`config.mk`:
```
export PLATFORM = sky130hd
export DESIGN_NAME = lenet_conv_unit
export DESIGN_NICKNAME = d
export VERILOG_FILES = /design/src/rtl/lenet_pkg.sv /design/src/rtl/mac_stream_if.sv /design/src/rtl/lenet_approx_mul.sv /design/src/rtl/lenet_mac_lane.sv /design/src/rtl/lenet_requant.sv /design/src/rtl/lenet_conv_unit.sv
export SDC_FILE = /design/constraint.sdc
export NUM_CORES = 1
export LEC_CHECK = 0
export ABC_AREA = 1
export BUFFER_PORTS_ARGS = -buffer_cell sky130_fd_sc_hd__buf_4
export CAP_MARGIN = 30
export CORE_ASPECT_RATIO = 1.25
export CORE_MARGIN = 2
export CORE_UTILIZATION = 50
export CTS_BUF_LIST = sky130_fd_sc_hd__clkbuf_4 sky130_fd_sc_hd__clkbuf_8
export CTS_CLUSTER_DIAMETER = 150
export DETAILED_ROUTE_END_ITERATION = 10
export PLACE_DENSITY_LB_ADDON = 0.15
export SLEW_MARGIN = 40
export SYNTH_ARGS = -nofsm -noshare
export SYNTH_HDL_FRONTEND = slang
export SYNTH_SLANG_ARGS = --single-unit
```
`constraint.sdc`:
```
create_clock -name clk -period 2.5 [get_ports clk]
set_input_delay 0.125 -clock clk [delete_from_list [all_inputs] [get_ports clk]]
set_output_delay 0.125 -clock clk [all_outputs]
set_load 0.05 [all_outputs]
```
`src/rtl/lenet_pkg.sv`:
```
`default_nettype none

package lenet_pkg;

    localparam int unsigned ACT_W    = 8;
    localparam int unsigned WEIGHT_W = 8;
    localparam int unsigned PROD_W   = 16;
    localparam int unsigned SHIFT_W  = 5;
    localparam int unsigned PIX_W    = 8;

    // wide enough for 256 taps of full-scale products.
    localparam int unsigned ACC_W    = 24;

    typedef logic [ACT_W-1:0]    act_t;
    typedef logic [WEIGHT_W-1:0] weight_t;
    typedef logic [PROD_W-1:0]   prod_t;
    typedef logic [ACC_W-1:0]    acc_t;
    typedef logic [SHIFT_W-1:0]  shift_t;
    typedef logic [PIX_W-1:0]    pix_t;

    // LANE_HOLD means a finished window sum waits for the requantizer.
    typedef enum logic {
        LANE_ACCUM = 1'b0,
        LANE_HOLD  = 1'b1
    } lane_state_e;

endpackage

`default_nettype wire

```
`src/rtl/mac_stream_if.sv`:
```
`timescale 1ns/10ps
`default_nettype none

interface mac_stream_if;
    import lenet_pkg::*;

    logic    valid;
    logic    ready;
    act_t    act;
    weight_t weight;
    logic    last;  // closes the window.

    modport src (
        output valid, act, weight, last,
        input  ready
    );

    modport snk (
        input  valid, act, weight, last,
        output ready
    );

endinterface

`default_nettype wire

```
`src/rtl/lenet_approx_mul.sv`:
```
`timescale 1ns/10ps
`default_nettype none

module lenet_approx_mul (
    input  lenet_pkg::act_t    a,
    input  lenet_pkg::weight_t b,
    output lenet_pkg::prod_t   p
);
    import lenet_pkg::*;

    weight_t     pp [8];
    logic [12:0] c1;
    logic [12:0] c2;
    logic [12:0] c3;
    logic [12:0] c4;
    logic [12:0] c5;
    prod_t       row6;
    prod_t       row7;

    for (genvar i = 0; i < 8; i++) begin : g_rows
        assign pp[i] = b & {8{a[i]}};  // one row per activation bit.
    end

    // the lower six rows are folded pairwise into five sparse vectors.
    always_comb begin
        c1     = '0;
        c1[4]  = pp[0][4] | pp[1][3];
        c1[5]  = pp[0][4] ^ pp[1][3];
        c1[6]  = pp[0][5] | pp[1][4];
        c1[7]  = pp[2][5] ^ pp[3][4];
        c1[8]  = pp[0][7] ^ pp[1][6];
        c1[9]  = pp[2][6] & pp[3][5];
        c1[10] = pp[2][7] & pp[3][6];
        c1[11] = pp[4][7] & pp[5][6];
        c1[12] = pp[5][7];
    end

    always_comb begin
        c2     = '0;
        c2[5]  = pp[4][1] & pp[5][0];
        c2[6]  = pp[2][3] & pp[3][2];
        c2[7]  = pp[4][2] | pp[5][1];
        c2[8]  = pp[1][7];
        c2[9]  = pp[2][7] ^ pp[3][6];
        c2[10] = pp[3][7];
        c2[11] = pp[4][7] | pp[5][6];
    end

    always_comb begin
        c3     = '0;
        c3[5]  = pp[4][1] ^ pp[5][0];
        c3[7]  = pp[4][3] | pp[5][2];
        c3[8]  = pp[2][6] | pp[3][5];
        c3[9]  = pp[4][5] & pp[5][4];
        c3[10] = pp[4][6] & pp[5][5];
    end

    always_comb begin
        c4     = '0;
        c4[8]  = pp[4][4] & pp[5][3];
        c4[9]  = pp[4][5] | pp[5][4];
        c4[10] = pp[4][6] | pp[5][5];
    end

    always_comb begin
        c5     = '0;
        c5[8]  = pp[4][4] | pp[5][3];
    end

    // the two top rows stay exact.
    assign row6 = {2'b00, pp[6], 6'b000000};
    assign row7 = {1'b0, pp[7], 7'b0000000};

    assign p = row6 + row7
             + {3'b000, c1}
             + {3'b000, c2}
             + {3'b000, c3}
             + {3'b000, c4}
             + {3'b000, c5};

endmodule

`default_nettype wire

```
`src/rtl/lenet_mac_lane.sv`:
```
`timescale 1ns/10ps
`default_nettype none

module lenet_mac_lane #(
    parameter int unsigned ACC_W = lenet_pkg::ACC_W
) (
    input  logic            clk,
    input  logic            arst_n,
    mac_stream_if.snk       in_s,
    output logic            sum_valid,
    output lenet_pkg::acc_t sum,
    input  logic            sum_ready
);
    import lenet_pkg::*;

    prod_t            mul_p;
    logic             p1_valid;
    prod_t            p1_prod;
    logic             p1_last;
    logic             hold_busy;
    logic             s2_advance;
    logic [ACC_W-1:0] acc_q;
    logic [ACC_W-1:0] acc_next;
    logic [ACC_W-1:0] hold_q;
    lane_state_e      state_q;

    if (ACC_W != $bits(acc_t)) begin : g_acc_w_check
        $error("ACC_W differs from the package accumulator width.");
    end

    lenet_approx_mul i_mul (
        .a (in_s.act),
        .b (in_s.weight),
        .p (mul_p)
    );

    assign hold_busy  = (state_q == LANE_HOLD) && !sum_ready;
    assign s2_advance = p1_valid && !(p1_last && hold_busy);  // a last product needs a free hold.
    assign in_s.ready = !p1_valid || s2_advance;
    assign acc_next   = acc_q + ACC_W'(p1_prod);
    assign sum_valid  = (state_q == LANE_HOLD);
    assign sum        = hold_q;

    always_ff @(posedge clk or negedge arst_n) begin
        if (!arst_n) begin
            p1_valid <= 1'b0;
        end else if (in_s.ready) begin
            p1_valid <= in_s.valid;
        end
    end

    always_ff @(posedge clk) begin
        if (in_s.valid && in_s.ready) begin
            p1_prod <= mul_p;
            p1_last <= in_s.last;
        end
    end

    always_ff @(posedge clk or negedge arst_n) begin
        if (!arst_n) begin
            acc_q   <= '0;
            state_q <= LANE_ACCUM;
        end else begin
            if (s2_advance) begin
                acc_q <= p1_last ? '0 : acc_next;  // next window starts from zero.
            end
            if (s2_advance && p1_last) begin
                state_q <= LANE_HOLD;
            end else if (sum_ready) begin
                state_q <= LANE_ACCUM;
            end
        end
    end

    always_ff @(posedge clk) begin
        if (s2_advance && p1_last) begin
            hold_q <= acc_next;
        end
    end

    a_beat_known: assert property (@(posedge clk) disable iff (!arst_n)
        (in_s.valid && in_s.ready) |-> !$isunknown({in_s.act, in_s.weight, in_s.last}));

    a_sum_stable: assert property (@(posedge clk) disable iff (!arst_n)
        (sum_valid && !sum_ready) |=> (sum_valid && $stable(sum)));

endmodule

`default_nettype wire

```
`src/rtl/lenet_requant.sv`:
```
`timescale 1ns/10ps
`default_nettype none

module lenet_requant (
    input  logic              clk,
    input  logic              arst_n,
    input  logic              sum_valid,
    input  lenet_pkg::acc_t   sum,
    output logic              sum_ready,
    input  lenet_pkg::shift_t out_shift,
    output logic              out_valid,
    output lenet_pkg::pix_t   out_pix,
    input  logic              out_ready
);
    import lenet_pkg::*;

    acc_t shifted;
    pix_t sat_pix;

    assign shifted = sum >> out_shift;

    // anything left above the low byte clips to full scale.
    assign sat_pix = (|shifted[ACC_W-1:PIX_W]) ? '1 : shifted[PIX_W-1:0];

    // a new sum may enter in the same cycle the current pixel leaves.
    assign sum_ready = !out_valid || out_ready;

    always_ff @(posedge clk or negedge arst_n) begin
        if (!arst_n) begin
            out_valid <= 1'b0;
        end else if (sum_ready) begin
            out_valid <= sum_valid;
        end
    end

    always_ff @(posedge clk) begin
        if (sum_valid && sum_ready) begin
            out_pix <= sat_pix;
        end
    end

    a_pix_stable: assert property (@(posedge clk) disable iff (!arst_n)
        (out_valid && !out_ready) |=> (out_valid && $stable(out_pix)));

endmodule

`default_nettype wire

```
`src/rtl/lenet_conv_unit.sv`:
```
`timescale 1ns/10ps
`default_nettype none

module lenet_conv_unit #(
    parameter int unsigned ACC_W = lenet_pkg::ACC_W
) (
    input  logic               clk,
    input  logic               arst_n,
    input  logic               in_valid,
    input  lenet_pkg::act_t    in_act,
    input  lenet_pkg::weight_t in_weight,
    output logic               in_ready,
    input  logic               in_last,
    input  lenet_pkg::shift_t  out_shift,
    output logic               out_valid,
    output lenet_pkg::pix_t    out_pix,
    input  logic               out_ready
);
    import lenet_pkg::*;

    acc_t sum;
    logic sum_valid;
    logic sum_ready;

    mac_stream_if in_if ();

    assign in_if.valid  = in_valid;
    assign in_if.act    = in_act;
    assign in_if.weight = in_weight;
    assign in_if.last   = in_last;
    assign in_ready     = in_if.ready;

    lenet_mac_lane #(
        .ACC_W (ACC_W)
    ) i_lane (
        .clk       (clk),
        .arst_n    (arst_n),
        .in_s      (in_if),
        .sum_valid (sum_valid),
        .sum       (sum),
        .sum_ready (sum_ready)
    );

    lenet_requant i_requant (
        .clk       (clk),
        .arst_n    (arst_n),
        .sum_valid (sum_valid),
        .sum       (sum),
        .sum_ready (sum_ready),
        .out_shift (out_shift),
        .out_valid (out_valid),
        .out_pix   (out_pix),
        .out_ready (out_ready)
    );

endmodule

`default_nettype wire

```
; ---- After elaboration in Yosys (flattened, before gate mapping)
; Index checks and enable logic that the tools add are counted.
[word_totals]
reg_bits = 76
input_bits = 26
output_inout_bits = 10
elab_cells = 63
[classes]
add_sub_neg = 7
n_shift = 1
mux = 3
bitwise = 30
n_reduce_logical = 14
[op_table]
columns = operator, n
row1 = $and 8x8->8, 8
row2 = $add 16x11->16, 2
row3 = $add 24x16->24, 1
row4 = $mux 24, 1
row5 = $shr 24x5->24, 1
row6 = $add 14x15->16, 1
row7 = $add 16x12->16, 1
row8 = $add 16x13->16, 1
row9 = $add 16x9->16, 1
row10 = $reduce_or 16->1, 1
row11 = $or 1x1->1, 9
row12 = $and 1x1->1, 8
row13 = $logic_and 1x1->1, 6
row14 = $xor 1x1->1, 5
row15 = $logic_not 1->1, 4
row16 = $logic_or 1x1->1, 2
row17 = $mux 1, 2
row18 = $reduce_bool 2->1, 1

; ---- Longest topological paths before layout
[depth]
word_depth = 9
ltp_mapped = 19
ltp_nobuf = 18

; ---- By module
; Synthesis repeated with hierarchy kept, for this count alone.
[hier_totals]
cells_unflattened = 920
hier_area_um2 = 6658.9
[by_module_without_submodules]
columns = mod, n_inst, cells_per_inst, area_per_inst_um2, seq_area_each_um2
row1 = lenet_mac_lane, 1, 459, 3802.4, 1881.8
row2 = lenet_requant, 1, 261, 1440.1, 265.3
row3 = lenet_approx_mul, 1, 200, 1416.4, 0.0

; ---- Least setup slack after synthesis
; OpenSTA, ideal clock, no wires.
[synth_path]
kind = input -> register
start = in in_weight[6]
end = reg i_lane.p1_prod[15], data pin
setup_time_ns = 0.261
arrival_ns = 3.602
required_time_ns = 2.239
setup_slack_ns = -1.363
stages = 18
path_buffers = 1
cell_sequence = clkbuf_1 > nand2_1 > inv_1 > ha_1 > inv_1 > fa_1 > inv_1 > fa_1 > fa_1 > ha_1 > ha_1 > fa_1 > nand3_1 > nand2_1 > a21oi_1 > nor2_1 > nor2_1 > xor2_1
[synth_via]
elab_chain_cells = 7
elab_cells_between_ends = 22
classes_between = add/sub (6) / bitwise (16)
[synth_rtl]
columns = element, line_no
row1 = from (decl), lenet_conv_unit.sv:11  ; input lenet_pkg::weight_t in_weight,
row2 = $and 8x8->8, lenet_approx_mul.sv:21  ; assign pp[i] = b & {8{a[i]}};
row3 = $add 14x15->16 (tied with other cells), lenet_approx_mul.sv:74  ; assign p = row6 + row7
row4 = $add 16x13->16, lenet_approx_mul.sv:75  ; + {3'b000, c1}
row5 = $add 16x12->16, lenet_approx_mul.sv:76  ; + {3'b000, c2}
row6 = $add 16x11->16, lenet_approx_mul.sv:77  ; + {3'b000, c3}
row7 = $add 16x11->16 (*), lenet_approx_mul.sv:78  ; + {3'b000, c4}
row8 = $add 16x9->16 (*), lenet_approx_mul.sv:79  ; + {3'b000, c5};
row9 = net i_lane.i_mul.p[15], lenet_approx_mul.sv:7  ; output lenet_pkg::prod_t p
row10 = to (signal assigned), lenet_mac_lane.sv:54  ; p1_prod <= mul_p;
row11 = to (decl), lenet_mac_lane.sv:18  ; prod_t p1_prod;
; Mark *: on every way through the listed nets, which the timed path passes. The rest lies on a longest branch.
; A chain may end at the register's enable or synchronous reset.

; ---- Worst setup path in the final report
[layout_path]
start = in in_act[3]
end = reg i_lane.p1_prod[11], data pin
[layout_via]
elab_chain_cells = 7
elab_cells_between_ends = 12
classes_between = add/sub (5) / bitwise (7)
[layout_rtl]
columns = element, line_no
row1 = from (decl), lenet_conv_unit.sv:10  ; input lenet_pkg::act_t in_act,
row2 = $and 8x8->8 (*), lenet_approx_mul.sv:21
row3 = $xor 1x1->1 (tied with other cells), lenet_approx_mul.sv:30  ; c1[7] = pp[2][5] ^ pp[3][4];
row4 = $add 16x13->16, lenet_approx_mul.sv:75
row5 = $add 16x12->16, lenet_approx_mul.sv:76
row6 = $add 16x11->16 (*), lenet_approx_mul.sv:77
row7 = $add 16x11->16 (*), lenet_approx_mul.sv:78
row8 = $add 16x9->16 (*), lenet_approx_mul.sv:79
row9 = net i_lane.i_mul.p[11], lenet_approx_mul.sv:7
; Marked as above.

==> impl_table.tex <==
\begin{tabular}{lr}
\hline
Metric & Value \\
\hline
\multicolumn{2}{l}{\textbf{CTS}} \\
\quad Max H-tree Level & 3 \\
\quad Clock tree from TritonCTS & done \\
\quad \# clock sinks & 64 \\
\quad Maximum number of buffers from clock root to sink & 2 \\
\quad CTS buffer count & 9 \\
\quad Clock insertion delay at the later pin of the skew report & 0.34 ns \\
\quad Library cell used as clock root buffer & sky130\_fd\_sc\_hd\_\_clkbuf\_8 \\
\quad Clock slew at the register clock pins of the worst setup and hold paths & 0.08 ns \\
\multicolumn{2}{l}{\textbf{Finish}} \\
\quad Share of post-route cells with drive strength above 1 & 17.6\% \\
\quad Post-synthesis to final-layout area growth & 20.2\% \\
\quad Layout net count & 818 \\
\quad Final cell utilization of the core & 61.5\% \\
\quad Sequential cell area & 0.00181 mm² \\
\quad Combined area of the multi-input logic cells & 0.00311 mm² \\
\quad ANT cells & 0 \\
\quad Number of fill cells in the layout & 887 \\
\multicolumn{2}{l}{\textbf{Logic synthesis}} \\
\quad Number of synthesized register bits & 64 \\
\quad Count of unique library cells instantiated by Yosys & 35 \\
\quad Syn Area/Cell & 7.76 µm² \\
\quad Primary FF master, synth & sky130\_fd\_sc\_hd\_\_edfxtp\_1 \\
\quad Post-synthesis cell area & 0.00517 mm² \\
\quad Library cell occupying the most area in the post-synthesis netlist & sky130\_fd\_sc\_hd\_\_edfxtp\_1 \\
\quad Sequential cell area fraction in the yosys report & 34.9\% \\
\quad Post-synth top cells & sky130\_fd\_sc\_hd\_\_nand2\_1, sky130\_fd\_sc\_hd\_\_inv\_1, sky130\_fd\_sc\_hd\_\_nand3\_1 \\
\quad Number of nets produced by synthesis & 752 \\
\quad Ys async rst share & 35.9\% \\
\quad Number of enable-type register cells in the synthesized netlist & 41 \\
\quad Most instantiated library cell after synthesis & sky130\_fd\_sc\_hd\_\_nand2\_1 \\
\quad Gate Count Post-Synth & 667 \\
\quad Warnings from Yosys & 0 \\
\quad Largest cells by area after synthesis & sky130\_fd\_sc\_hd\_\_edfxtp\_1, sky130\_fd\_sc\_hd\_\_nand2\_1, sky130\_fd\_sc\_hd\_\_dfrtp\_1, sky130\_fd\_sc\_hd\_\_fa\_1, sky130\_fd\_sc\_hd\_\_ha\_1 \\
\quad Share of the synthesized area in the top cell type & 23.8\% \\
\multicolumn{2}{l}{\textbf{Global route}} \\
\quad Largest net degree at the start of global routing & 28 \\
\quad Wire length of the first global-routing pass & 20400 µm \\
\quad GRT Total Usage & 23.4\% \\
\quad Total global routing overflow & 0 \\
\quad Vias in the first global route & 4676 \\
\quad Initial antenna violation count & 0 \\
\multicolumn{2}{l}{\textbf{Worst hold path}} \\
\quad Beginning of the worst hold path & out\_ready \\
\quad Worst min-delay path category & input port to flip-flop \\
\multicolumn{2}{l}{\textbf{Detailed routing}} \\
\quad DRT antenna net count & 0 \\
\quad Initial DRC count & 205 \\
\quad First-pass DRT Iterations & 4 \\
\quad Final wirelength & 12100 µm \\
\quad Vias after detailed routing & 4511 \\
\quad DR DRC count & 0 \\
\quad Routed wire length per instance & 14.0 µm \\
\quad Drt via density & 5.20 \\
\multicolumn{2}{l}{\textbf{STA}} \\
\quad Fin crit period & 3.34 ns \\
\quad Number of hold-slack violations in the final timing report & 0 \\
\quad Normalized max-slew margin & 53.2\% \\
\quad Total setup violations reported at the end of the flow & 6 \\
\quad Setup skew after layout & 0.0105 ns \\
\quad Unrepaired setup endpoints after global routing & true \\
\quad Final setup margin & -0.844 ns \\
\quad Slew Viols, Final & 0 \\
\quad Worst slew pin tran & 0.702 ns \\
\quad Highest clock rate & 0.299 GHz \\
\quad Final Cycle Share & 134\% \\
\multicolumn{2}{l}{\textbf{Placement}} \\
\quad Total of buffers placed on input and output ports & 35 \\
\quad Final weighted congestion in routability-driven placement & 0.883 \\
\quad DP HPWL & 9740 µm \\
\multicolumn{2}{l}{\textbf{Critical path}} \\
\quad Slack of the worst reg-to-reg path & 0.18 ns \\
\quad CP startpoint & in\_act[3] \\
\quad Critical Path Source Type & input port \\
\quad WP data arrival & 3.43 ns \\
\quad Critical path capture point type & flip-flop \\
\quad Worst setup path class & input port to flip-flop \\
\quad Destination of the worst register-to-register timing path & i\_lane.sum[16] \\
\quad Crit path to & i\_lane.p1\_prod[11] \\
\quad Worst Reg-to-Reg Cells & 11 \\
\quad Required time reported for the critical path endpoint & 2.59 ns \\
\quad Startpoint of the worst register-to-register path & i\_lane.acc\_q[4] \\
\quad Largest fanout on the critical path & 3 \\
\multicolumn{2}{l}{\textbf{Floorplanning}} \\
\quad Number of core rows & 41 \\
\quad Initial Utilization & 51.2\% \\
\quad Number of top-level design ports & 36 \\
\quad Horizontal extent of the die & 95.0 µm \\
\quad Core ar. & 0.0101 mm² \\
\quad DIE AREA & 0.0112 mm² \\
\quad Die boundary height & 118 µm \\
\multicolumn{2}{l}{\textbf{Power}} \\
\quad Worst ir drop on vdd & 0.000536 V \\
\quad Relative contribution of sequential cells to total power & 32.8\% \\
\quad Psw & 2.00 mW \\
\quad Power share of the clock group & 15.2\% \\
\quad Power per Cell Area & 801 mW/mm² \\
\quad Pleak & 3.13 nW \\
\quad Tot Pwr & 4.98 mW \\
\quad Comb pwr share & 52.0\% \\
\quad Power Internal & 2.98 mW \\
\quad Proportion of total power due to net switching & 40.2\% \\
\multicolumn{2}{l}{\textbf{Outcome}} \\
\quad Status & finished, violations left \\
\quad Violated checks & setup timing \\
\multicolumn{2}{l}{\textbf{Flow run}} \\
\quad Maxcap violations & 0 \\
\hline
\end{tabular}
worst min-delay path by stage:
stage                     cells after the start             endpoint  slack (ns)
final                                         4  i_requant.out_valid        0.05
after global routing                          4  i_requant.out_valid        0.06
after CTS                                     4  i_requant.out_valid        0.03
after detailed placement                      1  i_requant.out_valid        0.05
after global placement                        1  i_requant.out_valid        0.05
after floorplan                               0     i_lane.acc_q[10]       -0.17
metrics by stage:
step | hold WS [ns] | area, µm² | std cells | setup slack, ns | TNS (ns)
5_1_grt | 0.0567 | 6220 | 867 | -0.958 | -4.50
3_5_place_dp | 0.0521 | 5820 | 838 | -1.24 | -6.72
3_3_place_gp | 0.0454 | 5820 | 838 | -1.16 | -6.27
2_1_floorplan | -0.171 | 5340 | 667 | -1.10 | -5.27
4_1_cts | 0.0349 | 6160 | 863 | -0.762 | -3.33
6_report | 0.0543 | 6220 | 867 | -0.844 | -3.79
what timing repair did:
item | 4_1_cts | 5_1_grt
hold buffers | 3 | 0
buffers inserted | 6 | 5
pin swaps | 28 | 11
gates resized for setup | 29 | 8
setup endpoints to repair | 8 | 8
endpoints found under the hold margin | 25 | 0
sequential cells by signal, summed over array words and instances, names as in the netlist:
name                 count
i_lane.acc_q            20
i_lane.p1_last           1
i_lane.p1_prod          12
i_lane.p1_valid          1
i_lane.sum              20
i_lane.sum_valid         1
i_requant.out_pix        8
i_requant.out_valid      1
layout by cell type (no fill, tap or decap), drive strengths merged, types with 2 or more instances in the layout:
master / instances
buf: 74
nor3: 5
clkbuf: 9
or2: 2
edfxtp: 41
o211ai: 6
nor2: 41
a22o: 8
a21oi: 26
fa: 24
dlygate4sd3: 3
nand3: 64
nand2: 224
o21ai: 25
ha: 35
xor2: 17
o22ai: 3
nand4: 2
dfrtp: 23
and2: 4
xnor2: 4
inv: 85
clkinv: 6
metal layers:
metal	global-route usage, %	vias up	share of wire, %
li1	-	2291	-
met1	23.2	2111	37
met2	45.6	79	57
met3	3.33	30	2.2
met4	11.1	0	4.0
met5	0	-	0
cell families (layout without fill, tap and decap cells):
kind of cell	Yosys count	count (layout)	share of synthesized area (%)
adders and majority gates	59	59	17.8
buffers and inverters	107	178	8.37
and+or+nand+nor	343	343	27.2
xor gates and xnor gates	21	21	3.55
AOI/OAI and AO/OA	73	73	8.22
DFF	64	64	34.9
critical path: stages:
cell and delay, ns:
sky130_fd_sc_hd__buf_8 0.10, sky130_fd_sc_hd__nand2_4 0.07, sky130_fd_sc_hd__inv_4 0.04, sky130_fd_sc_hd__ha_4 0.24
sky130_fd_sc_hd__inv_2 0.03, sky130_fd_sc_hd__fa_1 0.47, sky130_fd_sc_hd__inv_1 0.05, sky130_fd_sc_hd__fa_2 0.52
sky130_fd_sc_hd__fa_2 0.45, sky130_fd_sc_hd__ha_4 0.23, sky130_fd_sc_hd__ha_4 0.15, sky130_fd_sc_hd__fa_2 0.36
sky130_fd_sc_hd__buf_4 0.15, sky130_fd_sc_hd__buf_6 0.10, sky130_fd_sc_hd__buf_6 0.10, sky130_fd_sc_hd__buf_6 0.10
sky130_fd_sc_hd__xor2_1 0.13
final cells by class:
| class | count | share of cell area (%) |
|---|---|---|
| clock buffers | 9 | 1.99 |
| clock inverters | 7 | 0.785 |
| inverters | 85 | 5.21 |
| multi-input cells | 496 | 49.9 |
| flip-flops and latches | 64 | 29.0 |
| well taps | 129 | 2.60 |
| repair buffers | 77 | 10.4 |
power by group through the flow:
stage | Combinational, mW | Clock [mW] | Sequential, mW
after floorplan | 1.76 | 0 | 1.67
after global placement | 2.33 | 0 | 1.65
after detailed placement | 2.38 | 0 | 1.66
after CTS | 2.51 | 0.779 | 1.64
after global routing | 2.91 | 0.820 | 1.66
final | 2.59 | 0.757 | 1.64
Note: power is estimated with default switching activity, not from simulation.
